## config.mk

```make
export PLATFORM = sky130hd
export DESIGN_NAME = id_stage
export DESIGN_NICKNAME = d
export VERILOG_FILES = /design/src/hdl/rv_dec_pkg.sv /design/src/hdl/dec_if.sv /design/src/hdl/id_stage.sv /design/src/hdl/id_issue.sv /design/src/hdl/operand_bypass.sv /design/src/hdl/imm_gen.sv /design/src/hdl/inst_decoder.sv
export VERILOG_INCLUDE_DIRS = /design/src /design/src/hdl
export SDC_FILE = /design/constraint.sdc
export NUM_CORES = 1
export LEC_CHECK = 0
export BUFFER_PORTS_ARGS = -buffer_cell sky130_fd_sc_hd__buf_2
export CORE_AREA = 3 3 218 220
export CTS_CLUSTER_SIZE = 30
export DETAILED_ROUTE_END_ITERATION = 8
export DIE_AREA = 0 0 221 223
export PLACE_DENSITY = 0.58
export SYNTH_ARGS = -nofsm -noshare
export SYNTH_HDL_FRONTEND = slang
export SYNTH_HIERARCHICAL = 1
export SYNTH_SLANG_ARGS = --single-unit
```

## constraint.sdc

```tcl
create_clock -name clk_i -period 29.5 [get_ports clk_i]
set_input_delay 5.9 -clock clk_i [delete_from_list [all_inputs] [get_ports clk_i]]
set_output_delay 5.9 -clock clk_i [all_outputs]
set_load 0.03 [all_outputs]
```

## src/hdl/rv_dec_cfg.svh

```systemverilog
`ifndef RV_DEC_CFG_SVH
`define RV_DEC_CFG_SVH

// datapath and instruction word
`define RV_XLEN 64
`define RV_INST_LEN 32

// register file and csr address widths
`define RV_REG_ADDR_W 5
`define RV_CSR_ADDR_W 12

// trap vector and the bits set in decode
`define RV_TRAP_LEN 16
`define RV_TRAP_MRET 0
`define RV_TRAP_EBREAK 1
`define RV_TRAP_ECALL_M 2
`define RV_TRAP_ILLEGAL 3

// input slots of the execute stage, 1 to 7
`define RV_ID_CREDITS 2

`endif
```

## src/hdl/rv_dec_pkg.sv

```systemverilog
`default_nettype none

`include "rv_dec_cfg.svh"

package rv_dec_pkg;

  typedef logic [`RV_XLEN-1:0]       xlen_t;
  typedef logic [`RV_REG_ADDR_W-1:0] reg_idx_t;
  typedef logic [`RV_CSR_ADDR_W-1:0] csr_idx_t;
  typedef logic [`RV_TRAP_LEN-1:0]   trap_t;

  // major opcodes of the rv64i base set
  typedef enum logic [6:0] {
    OPC_LOAD    = 7'b0000011,
    OPC_MISCMEM = 7'b0001111,
    OPC_OPIMM   = 7'b0010011,
    OPC_AUIPC   = 7'b0010111,
    OPC_OPIMM32 = 7'b0011011,
    OPC_STORE   = 7'b0100011,
    OPC_OP      = 7'b0110011,
    OPC_LUI     = 7'b0110111,
    OPC_OP32    = 7'b0111011,
    OPC_BRANCH  = 7'b1100011,
    OPC_JALR    = 7'b1100111,
    OPC_JAL     = 7'b1101111,
    OPC_SYSTEM  = 7'b1110011
  } opcode_e;

  typedef struct packed {
    logic [6:0] funct7;
    reg_idx_t   rs2;
    reg_idx_t   rs1;
    logic [2:0] funct3;
    reg_idx_t   rd;
    opcode_e    opcode;
  } inst_r_t;

  // imm12 doubles as the csr address and the system sub-code
  typedef struct packed {
    logic [11:0] imm12;
    reg_idx_t    rs1;
    logic [2:0]  funct3;
    reg_idx_t    rd;
    opcode_e     opcode;
  } inst_i_t;

  typedef union packed {
    inst_r_t r;
    inst_i_t i;
  } inst_u;

  typedef enum logic [4:0] {
    ALU_NOP, ALU_ADD, ALU_SUB, ALU_XOR, ALU_OR, ALU_AND, ALU_SLL, ALU_SRL, ALU_SRA,
    ALU_SLLW, ALU_SRLW, ALU_SRAW, ALU_SLT, ALU_SLTU, ALU_BEQ, ALU_BNE, ALU_BLT,
    ALU_BGE, ALU_BLTU, ALU_BGEU
  } alu_op_e;

  typedef enum logic [3:0] {
    EXC_NONE, EXC_LUI, EXC_AUIPC, EXC_JAL, EXC_JALR, EXC_BRANCH, EXC_LOAD, EXC_STORE,
    EXC_OPIMM, EXC_OPIMM32, EXC_OP, EXC_OP32, EXC_CSR, EXC_EBREAK, EXC_FENCE
  } exc_op_e;

  typedef enum logic [3:0] {
    MEM_NONE, MEM_LB, MEM_LH, MEM_LW, MEM_LD, MEM_LBU, MEM_LHU, MEM_LWU,
    MEM_SB, MEM_SH, MEM_SW, MEM_SD
  } mem_op_e;

  typedef enum logic [2:0] {
    CSR_NONE, CSR_READ, CSR_WRITE, CSR_SET, CSR_CLEAR
  } csr_op_e;

endpackage

`default_nettype wire

```

## src/hdl/dec_if.sv

```systemverilog
`default_nettype none

interface dec_if;
  import rv_dec_pkg::*;

  // register indices, already zeroed when not used
  reg_idx_t rs1_idx;
  reg_idx_t rs2_idx;
  reg_idx_t rd_idx;
  csr_idx_t csr_idx;
  alu_op_e  alu_op;
  exc_op_e  exc_op;
  mem_op_e  mem_op;
  csr_op_e  csr_op;
  trap_t    trap;

  modport dec (
    output rs1_idx, rs2_idx, rd_idx, csr_idx, alu_op, exc_op, mem_op, csr_op, trap
  );

  modport sink (
    input rs1_idx, rs2_idx, rd_idx, csr_idx, alu_op, exc_op, mem_op, csr_op, trap
  );

endinterface

`default_nettype wire

```

## src/hdl/id_stage.sv

```systemverilog
`default_nettype none

module id_stage (
  input  logic                 clk_i,
  input  logic                 rst_i,
  input  rv_dec_pkg::inst_u    inst_i,
  input  logic                 inst_valid_i,
  output logic                 inst_ready_o,
  input  rv_dec_pkg::trap_t    trap_i,
  output rv_dec_pkg::reg_idx_t rs1_idx_o,
  output rv_dec_pkg::reg_idx_t rs2_idx_o,
  input  rv_dec_pkg::xlen_t    rs1_data_i,
  input  rv_dec_pkg::xlen_t    rs2_data_i,
  input  rv_dec_pkg::reg_idx_t mem_rd_addr_i,
  input  rv_dec_pkg::xlen_t    mem_rd_data_i,
  input  rv_dec_pkg::xlen_t    ex_rd_data_i,
  input  logic                 ex_credit_i,
  output logic                 ex_valid_o,
  output rv_dec_pkg::reg_idx_t ex_rd_idx_o,
  output rv_dec_pkg::xlen_t    ex_rs1_data_o,
  output rv_dec_pkg::xlen_t    ex_rs2_data_o,
  output rv_dec_pkg::xlen_t    ex_imm_o,
  output rv_dec_pkg::csr_idx_t ex_csr_idx_o,
  output rv_dec_pkg::alu_op_e  ex_alu_op_o,
  output rv_dec_pkg::exc_op_e  ex_exc_op_o,
  output rv_dec_pkg::mem_op_e  ex_mem_op_o,
  output rv_dec_pkg::csr_op_e  ex_csr_op_o,
  output rv_dec_pkg::trap_t    ex_trap_o
);
  import rv_dec_pkg::*;

  xlen_t imm;
  xlen_t rs1_fwd;
  xlen_t rs2_fwd;
  logic  load_use;

  dec_if dec_bus ();

  inst_decoder u_decoder (
    .inst_i (inst_i),
    .trap_i (trap_i),
    .dec    (dec_bus)
  );

  imm_gen u_imm_gen (
    .inst_i (inst_i),
    .imm_o  (imm)
  );

  // register file is read with the gated indices
  assign rs1_idx_o = dec_bus.rs1_idx;
  assign rs2_idx_o = dec_bus.rs2_idx;

  operand_bypass u_bypass (
    .dec           (dec_bus),
    .rs1_data_i    (rs1_data_i),
    .rs2_data_i    (rs2_data_i),
    .mem_rd_data_i (mem_rd_data_i),
    .ex_rd_data_i  (ex_rd_data_i),
    .mem_rd_addr_i (mem_rd_addr_i),
    .ex_rd_idx_i   (ex_rd_idx_o),
    .ex_valid_i    (ex_valid_o),
    .ex_exc_op_i   (ex_exc_op_o),
    .rs1_fwd_o     (rs1_fwd),
    .rs2_fwd_o     (rs2_fwd),
    .load_use_o    (load_use)
  );

  id_issue u_issue (
    .clk_i         (clk_i),
    .rst_i         (rst_i),
    .inst_valid_i  (inst_valid_i),
    .inst_ready_o  (inst_ready_o),
    .ex_credit_i   (ex_credit_i),
    .load_use_i    (load_use),
    .dec           (dec_bus),
    .imm_i         (imm),
    .rs1_fwd_i     (rs1_fwd),
    .rs2_fwd_i     (rs2_fwd),
    .ex_valid_o    (ex_valid_o),
    .ex_rd_idx_o   (ex_rd_idx_o),
    .ex_rs1_data_o (ex_rs1_data_o),
    .ex_rs2_data_o (ex_rs2_data_o),
    .ex_imm_o      (ex_imm_o),
    .ex_csr_idx_o  (ex_csr_idx_o),
    .ex_alu_op_o   (ex_alu_op_o),
    .ex_exc_op_o   (ex_exc_op_o),
    .ex_mem_op_o   (ex_mem_op_o),
    .ex_csr_op_o   (ex_csr_op_o),
    .ex_trap_o     (ex_trap_o)
  );

endmodule

`default_nettype wire

```

## src/hdl/id_issue.sv

```systemverilog
`default_nettype none

`include "rv_dec_cfg.svh"

module id_issue (
  input  logic                 clk_i,
  input  logic                 rst_i,
  input  logic                 inst_valid_i,
  output logic                 inst_ready_o,
  input  logic                 ex_credit_i,
  input  logic                 load_use_i,
  dec_if.sink                  dec,
  input  rv_dec_pkg::xlen_t    imm_i,
  input  rv_dec_pkg::xlen_t    rs1_fwd_i,
  input  rv_dec_pkg::xlen_t    rs2_fwd_i,
  output logic                 ex_valid_o,
  output rv_dec_pkg::reg_idx_t ex_rd_idx_o,
  output rv_dec_pkg::xlen_t    ex_rs1_data_o,
  output rv_dec_pkg::xlen_t    ex_rs2_data_o,
  output rv_dec_pkg::xlen_t    ex_imm_o,
  output rv_dec_pkg::csr_idx_t ex_csr_idx_o,
  output rv_dec_pkg::alu_op_e  ex_alu_op_o,
  output rv_dec_pkg::exc_op_e  ex_exc_op_o,
  output rv_dec_pkg::mem_op_e  ex_mem_op_o,
  output rv_dec_pkg::csr_op_e  ex_csr_op_o,
  output rv_dec_pkg::trap_t    ex_trap_o
);

  localparam int CW = $clog2(`RV_ID_CREDITS + 1);

  logic [CW-1:0] credits_q;
  logic          accept;

  assign inst_ready_o = credits_q != '0 && !load_use_i;
  assign accept       = inst_valid_i && inst_ready_o;

  // one credit per free slot in EX, a spend and a return cancel
  always_ff @(posedge clk_i) begin
    if (rst_i) begin
      credits_q  <= CW'(`RV_ID_CREDITS);
      ex_valid_o <= 1'b0;
    end else begin
      ex_valid_o <= accept;
      if (accept && !ex_credit_i) begin
        credits_q <= credits_q - 1'b1;
      end else if (!accept && ex_credit_i) begin
        credits_q <= credits_q + 1'b1;
      end
    end
  end

  // payload only moves on a handshake
  always_ff @(posedge clk_i) begin
    if (accept) begin
      ex_rd_idx_o   <= dec.rd_idx;
      ex_rs1_data_o <= rs1_fwd_i;
      ex_rs2_data_o <= rs2_fwd_i;
      ex_imm_o      <= imm_i;
      ex_csr_idx_o  <= dec.csr_idx;
      ex_alu_op_o   <= dec.alu_op;
      ex_exc_op_o   <= dec.exc_op;
      ex_mem_op_o   <= dec.mem_op;
      ex_csr_op_o   <= dec.csr_op;
      ex_trap_o     <= dec.trap;
    end
  end

endmodule

`default_nettype wire

```

## src/hdl/operand_bypass.sv

```systemverilog
`default_nettype none

module operand_bypass (
  dec_if.sink                  dec,
  input  rv_dec_pkg::xlen_t    rs1_data_i,
  input  rv_dec_pkg::xlen_t    rs2_data_i,
  input  rv_dec_pkg::xlen_t    mem_rd_data_i,
  input  rv_dec_pkg::xlen_t    ex_rd_data_i,
  input  rv_dec_pkg::reg_idx_t mem_rd_addr_i,
  input  rv_dec_pkg::reg_idx_t ex_rd_idx_i,
  input  logic                 ex_valid_i,
  input  rv_dec_pkg::exc_op_e  ex_exc_op_i,
  output rv_dec_pkg::xlen_t    rs1_fwd_o,
  output rv_dec_pkg::xlen_t    rs2_fwd_o,
  output logic                 load_use_o
);
  import rv_dec_pkg::*;

  logic ex_hit1;
  logic ex_hit2;
  logic mem_hit1;
  logic mem_hit2;

  // x0 never matches since its writes are dropped
  assign ex_hit1  = ex_valid_i && ex_rd_idx_i != '0 && ex_rd_idx_i == dec.rs1_idx;
  assign ex_hit2  = ex_valid_i && ex_rd_idx_i != '0 && ex_rd_idx_i == dec.rs2_idx;
  assign mem_hit1 = mem_rd_addr_i != '0 && mem_rd_addr_i == dec.rs1_idx;
  assign mem_hit2 = mem_rd_addr_i != '0 && mem_rd_addr_i == dec.rs2_idx;

  // younger result wins
  assign rs1_fwd_o = ex_hit1 ? ex_rd_data_i : (mem_hit1 ? mem_rd_data_i : rs1_data_i);
  assign rs2_fwd_o = ex_hit2 ? ex_rd_data_i : (mem_hit2 ? mem_rd_data_i : rs2_data_i);

  // load data is not ready until MEM, so hold one cycle
  assign load_use_o = ex_valid_i && ex_exc_op_i == EXC_LOAD && (ex_hit1 || ex_hit2);

endmodule

`default_nettype wire

```

## src/hdl/imm_gen.sv

```systemverilog
`default_nettype none

`include "rv_dec_cfg.svh"

module imm_gen (
  input  rv_dec_pkg::inst_u inst_i,
  output rv_dec_pkg::xlen_t imm_o
);
  import rv_dec_pkg::*;

  logic sgn;

  // instruction bit 31 is the sign in every format
  assign sgn = inst_i.i.imm12[11];

  always_comb begin
    case (inst_i.r.opcode)
      OPC_LOAD, OPC_OPIMM, OPC_OPIMM32, OPC_JALR, OPC_SYSTEM:
        imm_o = {{(`RV_XLEN-12){sgn}}, inst_i.i.imm12};
      OPC_STORE:
        imm_o = {{(`RV_XLEN-12){sgn}}, inst_i.r.funct7, inst_i.r.rd};
      OPC_BRANCH:
        imm_o = {{(`RV_XLEN-12){sgn}}, inst_i.r.rd[0], inst_i.r.funct7[5:0],
                 inst_i.r.rd[4:1], 1'b0};
      OPC_LUI, OPC_AUIPC:
        imm_o = {{(`RV_XLEN-32){sgn}}, inst_i.i.imm12, inst_i.i.rs1, inst_i.i.funct3, 12'b0};
      // imm[19:12] sits in the rs1/funct3 slots
      OPC_JAL:
        imm_o = {{(`RV_XLEN-20){sgn}}, inst_i.i.rs1, inst_i.i.funct3, inst_i.i.imm12[0],
                 inst_i.i.imm12[10:1], 1'b0};
      default: imm_o = '0;
    endcase
  end

endmodule

`default_nettype wire

```

## src/hdl/inst_decoder.sv

```systemverilog
`default_nettype none

`include "rv_dec_cfg.svh"

module inst_decoder (
  input  rv_dec_pkg::inst_u inst_i,
  input  rv_dec_pkg::trap_t trap_i,
  dec_if.dec                dec
);
  import rv_dec_pkg::*;

  opcode_e    opc;
  logic [2:0] f3;
  logic [6:0] f7;
  logic       class_ok;
  logic       m_ext;
  logic       illegal;
  logic       use_rs1;
  logic       use_rs2;
  logic       use_rd;
  logic       is_csr;
  logic       is_ecall;
  logic       is_ebreak;
  logic       is_mret;
  alu_op_e    alu_op;
  exc_op_e    exc_op;

  assign opc = inst_i.r.opcode;
  assign f3  = inst_i.r.funct3;
  assign f7  = inst_i.r.funct7;

  // mul/div share OP and OP32 with funct7 0000001, not supported here
  assign m_ext   = (opc == OPC_OP || opc == OPC_OP32) && f7 == 7'b0000001;
  assign illegal = !class_ok || m_ext;

  assign is_csr    = opc == OPC_SYSTEM && f3[1:0] != 2'b00;
  assign is_ecall  = opc == OPC_SYSTEM && f3 == 3'b000 && inst_i.i.imm12 == 12'h000;
  assign is_ebreak = opc == OPC_SYSTEM && f3 == 3'b000 && inst_i.i.imm12 == 12'h001;
  assign is_mret   = opc == OPC_SYSTEM && f3 == 3'b000 && inst_i.i.imm12 == 12'h302;

  // operand usage per format
  always_comb begin
    class_ok = 1'b1;
    use_rs1  = 1'b0;
    use_rs2  = 1'b0;
    use_rd   = 1'b0;
    case (opc)
      OPC_OP, OPC_OP32: begin
        use_rs1 = 1'b1;
        use_rs2 = 1'b1;
        use_rd  = 1'b1;
      end
      OPC_LOAD, OPC_OPIMM, OPC_OPIMM32, OPC_JALR: begin
        use_rs1 = 1'b1;
        use_rd  = 1'b1;
      end
      OPC_STORE, OPC_BRANCH: begin
        use_rs1 = 1'b1;
        use_rs2 = 1'b1;
      end
      OPC_LUI, OPC_AUIPC, OPC_JAL: use_rd = 1'b1;
      // the immediate csr forms carry uimm in the rs1 field
      OPC_SYSTEM: begin
        use_rs1 = is_csr && !f3[2];
        use_rd  = is_csr;
      end
      OPC_MISCMEM: class_ok = 1'b1;
      default: class_ok = 1'b0;
    endcase
  end

  assign dec.rs1_idx = (use_rs1 && !illegal) ? inst_i.r.rs1 : '0;
  assign dec.rs2_idx = (use_rs2 && !illegal) ? inst_i.r.rs2 : '0;
  assign dec.rd_idx  = (use_rd && !illegal) ? inst_i.r.rd : '0;
  assign dec.csr_idx = is_csr ? inst_i.i.imm12 : '0;

  // funct7 bit 5 picks sub and arithmetic shifts
  always_comb begin
    alu_op = ALU_NOP;
    case (opc)
      OPC_LUI, OPC_AUIPC, OPC_JAL, OPC_JALR, OPC_LOAD, OPC_STORE: alu_op = ALU_ADD;
      OPC_SYSTEM: alu_op = is_csr ? ALU_ADD : ALU_NOP;
      OPC_BRANCH: begin
        case (f3)
          3'b000: alu_op = ALU_BEQ;
          3'b001: alu_op = ALU_BNE;
          3'b100: alu_op = ALU_BLT;
          3'b101: alu_op = ALU_BGE;
          3'b110: alu_op = ALU_BLTU;
          3'b111: alu_op = ALU_BGEU;
          default: alu_op = ALU_NOP;
        endcase
      end
      OPC_OP, OPC_OPIMM: begin
        case (f3)
          3'b000: alu_op = (opc == OPC_OP && f7[5]) ? ALU_SUB : ALU_ADD;
          3'b001: alu_op = ALU_SLL;
          3'b010: alu_op = ALU_SLT;
          3'b011: alu_op = ALU_SLTU;
          3'b100: alu_op = ALU_XOR;
          3'b101: alu_op = f7[5] ? ALU_SRA : ALU_SRL;
          3'b110: alu_op = ALU_OR;
          default: alu_op = ALU_AND;
        endcase
      end
      OPC_OP32, OPC_OPIMM32: begin
        case (f3)
          3'b000: alu_op = (opc == OPC_OP32 && f7[5]) ? ALU_SUB : ALU_ADD;
          3'b001: alu_op = ALU_SLLW;
          3'b101: alu_op = f7[5] ? ALU_SRAW : ALU_SRLW;
          default: alu_op = ALU_NOP;
        endcase
      end
      default: alu_op = ALU_NOP;
    endcase
  end

  always_comb begin
    exc_op     = EXC_NONE;
    dec.mem_op = MEM_NONE;
    case (opc)
      OPC_LUI: exc_op = EXC_LUI;
      OPC_AUIPC: exc_op = EXC_AUIPC;
      OPC_JAL: exc_op = EXC_JAL;
      OPC_JALR: exc_op = EXC_JALR;
      OPC_BRANCH: exc_op = EXC_BRANCH;
      OPC_OPIMM: exc_op = EXC_OPIMM;
      OPC_OPIMM32: exc_op = EXC_OPIMM32;
      OPC_OP: exc_op = EXC_OP;
      OPC_OP32: exc_op = EXC_OP32;
      OPC_MISCMEM: exc_op = EXC_FENCE;
      OPC_SYSTEM: exc_op = is_csr ? EXC_CSR : (is_ebreak ? EXC_EBREAK : EXC_NONE);
      OPC_LOAD: begin
        exc_op = EXC_LOAD;
        case (f3)
          3'b000: dec.mem_op = MEM_LB;
          3'b001: dec.mem_op = MEM_LH;
          3'b010: dec.mem_op = MEM_LW;
          3'b011: dec.mem_op = MEM_LD;
          3'b100: dec.mem_op = MEM_LBU;
          3'b101: dec.mem_op = MEM_LHU;
          3'b110: dec.mem_op = MEM_LWU;
          default: dec.mem_op = MEM_NONE;
        endcase
      end
      OPC_STORE: begin
        exc_op = EXC_STORE;
        case (f3)
          3'b000: dec.mem_op = MEM_SB;
          3'b001: dec.mem_op = MEM_SH;
          3'b010: dec.mem_op = MEM_SW;
          3'b011: dec.mem_op = MEM_SD;
          default: dec.mem_op = MEM_NONE;
        endcase
      end
      default: exc_op = EXC_NONE;
    endcase
  end

  assign dec.alu_op = illegal ? ALU_NOP : alu_op;
  assign dec.exc_op = illegal ? EXC_NONE : exc_op;

  // set/clear from x0 only reads the csr
  always_comb begin
    dec.csr_op = CSR_NONE;
    if (is_csr) begin
      case (f3[1:0])
        2'b01: dec.csr_op = CSR_WRITE;
        2'b10: dec.csr_op = (inst_i.r.rs1 == '0) ? CSR_READ : CSR_SET;
        default: dec.csr_op = (inst_i.r.rs1 == '0) ? CSR_READ : CSR_CLEAR;
      endcase
    end
  end

  // decode owns four trap bits, the rest come from fetch
  always_comb begin
    dec.trap                   = trap_i;
    dec.trap[`RV_TRAP_MRET]    = is_mret;
    dec.trap[`RV_TRAP_EBREAK]  = is_ebreak;
    dec.trap[`RV_TRAP_ECALL_M] = is_ecall;
    dec.trap[`RV_TRAP_ILLEGAL] = illegal;
  end

endmodule

`default_nettype wire

```

==> results.cfg <==
[setup_path]
startpoint = inst_i[12]
start_kind = input port
cp_data_arrival_time_ns = 10.00
crit_type = in -> out
r2r_cells = 8
r2r-end = u_issue/ex_rs1_data_o[38]$_DFFE_PP_
r2r_setup_slack_ns = 24.26
cp_max_fo = 65
critical_path_required_ns = 23.60
r2r_start = u_issue/ex_rd_idx_o[1]$_DFFE_PP_
crit_path_end_kind = output port

[timing]
worstMarginPinSlew_ns = 1.11
max_freq_ghz = 0.0629
slew_viol_final = 0
hold_violations = 0
timing.slew.headroom_pct = 26.1
finClkSkew_ns = 0.0287
rsz0062_at_grt = no
fin_tns_setup_ns = 0
whs_ns = 0.585
setup_viol = 0
fin_crit_ns = 15.90
fin_crit_sh_pct = 53.9

[floorplanning]
pin_count = 566
rows = 78
die_h_um = 223
core-area_mm2 = 0.0455
die_area_mm2 = 0.0493
die_w_um = 221
initial_core_util_pct = 29.3

[worst_hold_path]
hold_path_depth = 2
holdCritPathClass = reg -> reg
worstHoldStart = u_issue/credits_q[0]$_SDFFE_PP0P_
hold_end = u_issue/credits_q[0]$_SDFFE_PP0P_

[synth]
synth_top_area_share_pct = 54.3
yosys.area_share.simple_pct = 16.1
synth_area_mm2 = 0.0133
synth_mux_area_share_pct = 0.310
synth.area.top_cells = edfxtp_1, a31oi_1, nor3_1, o21ai_0, nand3_1
ys_ff_latch = 244
ys_seq_area_share_pct = 54.8
syn_inst = 1206
avgSynthCellArea_um2 = 11.0
synth_area_leader_cell = edfxtp_1
ys_warn_count = 6
synthFlopType = edfxtp_1
synth_top_family_by_area = compound AO/OA/AOI/OAI gates
netlist_top_cells_count = edfxtp_1, nor3_1, o21ai_0, nand3_1, a31oi_1
yosysMostFrequentCell = edfxtp_1
synth_xor_area_share_pct = 1.51
synthAdderAreaFrac_pct = 0.545
synth_edf_count = 241
synth.distinct_cells = 74
async_flop_share_pct = 0
syn_nets = 1524
synth-compound-area-share_pct = 16.2

[clock_tree]
cts_tree = done
cts_setup_buffers = 0
htreeDepth = 1
cts_buffer_depth = 3
numCtsBuffers = 31
holdBufCountCts = 0
path_clk_slew_ns = 0.06
root_buffer = clkbuf_16
cts_resized = 0
cts.sinks = 244
clk_latency_ns = 0.57

[pwr]
p_leak_nw = 6.60
ir_drop_mv = 0.0527
p_per_area_mw_per_mm2 = 62.5

[route]
viasPerCell = 5.56
wirelength_um = 55800
wl_per_cell_um = 24.3
antenna_left = 0
drt_pre_antenna_iters = 6
initialDrtViolationCount = 1538
drc = 0
vias = 12700

[global_route]
track_usage_pct = 21.1
grt_pass1_wl_um = 80800
globalRoute.totalOverflow = 0
first_global_vias = 12200
grt_max_degree = 172
antenna_found_initial = 23

[final_layout]
nets = 1968
synthToLayoutAreaGrowth_pct = 25.5
drive_gt1_share_pct = 39.2
finalNonFillerCells = 2291

[place]
dp_cells = 2217
hpwl_um = 38400
globalplace.congestion = 0.898
numPortBuffers = 561

[run_status]
status = complete, no violations

[flow_run]
maxCapViolations = 0
how the worst max path moves through the flow:
stage / to / slack, ns / depth (start not counted)
after detailed placement: inst_ready_o / 13.52 / 15
after floorplan: u_issue/credits_q[1]$_SDFFE_PP1P_ / 0.68 / 16
final: inst_ready_o / 13.60 / 15
after CTS: inst_ready_o / 13.51 / 15
after global placement: inst_ready_o / 13.55 / 15
after global routing: inst_ready_o / 13.34 / 15
report_power, final:
part           switching (W)  internal [W]  total (W)
sequential         0.0000111      0.000428   0.000439
combinational       0.000170     0.0000565   0.000226
clock               0.000151      0.000227   0.000379
total               0.000332      0.000712    0.00104
critical path, stage by stage:
cell and delay (ns):
buf_2 0.15, inv_1 0.08, ha_1 0.37, and4b_1 0.56, nand2_1 0.33, o22ai_1 0.24
and3_1 0.27, and2_1 0.28, xnor2_1 0.15, nand4_1 0.12, buf_4 0.37, or2_2 0.50
a21oi_1 0.36, nor2_1 0.09, buf_2 0.19
routing by layer:
| layer | track usage, % | wire, um | vias to the layer above |
|---|---|---|---|
| li1 | - | - | 5525 |
| met2 | 35.7 | 27300 | 990 |
| met4 | 7.91 | 2050 | 4 |
| met1 | 25.8 | 20200 | 6077 |
| met3 | 5.45 | 6210 | 149 |
| met5 | 0 | 27 | - |
final cells by class:
| class | instances | area (um^2) |
|---|---|---|
| fill | 4645 | 28800 |
| clock inverter | 19 | 206 |
| timing repair buffer | 576 | 2930 |
| antenna | 18 | 45.0 |
| inverter | 11 | 41.3 |
| clock buffer | 37 | 798 |
| tap | 600 | 751 |
| multi-input combinational | 786 | 4650 |
| sequential | 244 | 7300 |
registers in the layout, summed over array words and instances (netlist names):
| signal | count |
|---|---|
| u_issue/ex_rd_idx_o | 5 |
| u_issue/ex_alu_op_o | 5 |
| u_issue/ex_exc_op_o | 4 |
| u_issue/ex_csr_op_o | 3 |
| u_issue/ex_rs1_data_o | 64 |
| u_issue/credits_q | 2 |
| u_issue/ex_rs2_data_o | 64 |
| u_issue/ex_mem_op_o | 4 |
| u_issue/ex_csr_idx_o | 12 |
| u_issue/ex_valid_o | 1 |
| u_issue/ex_imm_o | 64 |
| u_issue/ex_trap_o | 16 |
logic make-up (layout without fill, tap and decap cells):
group	Yosys count	after routing
other	0	18
adders and majority gates	6	6
buffers and inverters	176	643
AOI/OAI and AO/OA	349	349
DFF	244	244
xor gates and xnor gates	23	23
muxes	4	4
and+or+nand+nor	404	404
through the flow:
step / total power (W) / instance area [um^2] / utilization [%] / setup slack (ns)
after global placement: 0.000671 / 15700 / 34.5 / 13.55
after CTS: 0.00105 / 16700 / 36.7 / 13.51
final: 0.00104 / 16700 / 36.8 / 13.60
after detailed placement: 0.000672 / 15700 / 34.5 / 13.52
after global routing: 0.00108 / 16700 / 36.8 / 13.34
after floorplan: 0.000613 / 13300 / - / 0.684
placed cells by master (no fill, tap or decap), types with 4 or more instances in the layout:
| cell type | netlist | layout |
|---|---|---|
| edfxtp_1 | 241 | 241 |
| clkbuf_16 | 0 | 31 |
| inv_1 | 10 | 10 |
| nor3_1 | 143 | 143 |
| nor2_1 | 29 | 29 |
| xnor2_1 | 15 | 15 |
| xor2_1 | 8 | 8 |
| buf_4 | 55 | 14 |
| a21oi_1 | 13 | 13 |
| nor3b_1 | 7 | 6 |
| and2_1 | 14 | 14 |
| and3_1 | 15 | 15 |
| clkinv_2 | 0 | 8 |
| a31oi_1 | 130 | 130 |
| o211ai_1 | 5 | 5 |
| nor2b_1 | 4 | 4 |
| diode_2 | 0 | 18 |
| o21ai_0 | 139 | 139 |
| nor4_1 | 6 | 6 |
| a22o_1 | 4 | 4 |
| a22o_2 | 5 | 5 |
| nand2_1 | 17 | 17 |
| a21o_1 | 22 | 22 |
| nand4b_1 | 4 | 4 |
| ha_1 | 5 | 5 |
| bufinv_16 | 0 | 4 |
| nand3_1 | 137 | 137 |
| clkbuf_1 | 23 | 6 |
| buf_2 | 23 | 561 |
No activity file was read; power rests on OpenSTA's default activity.
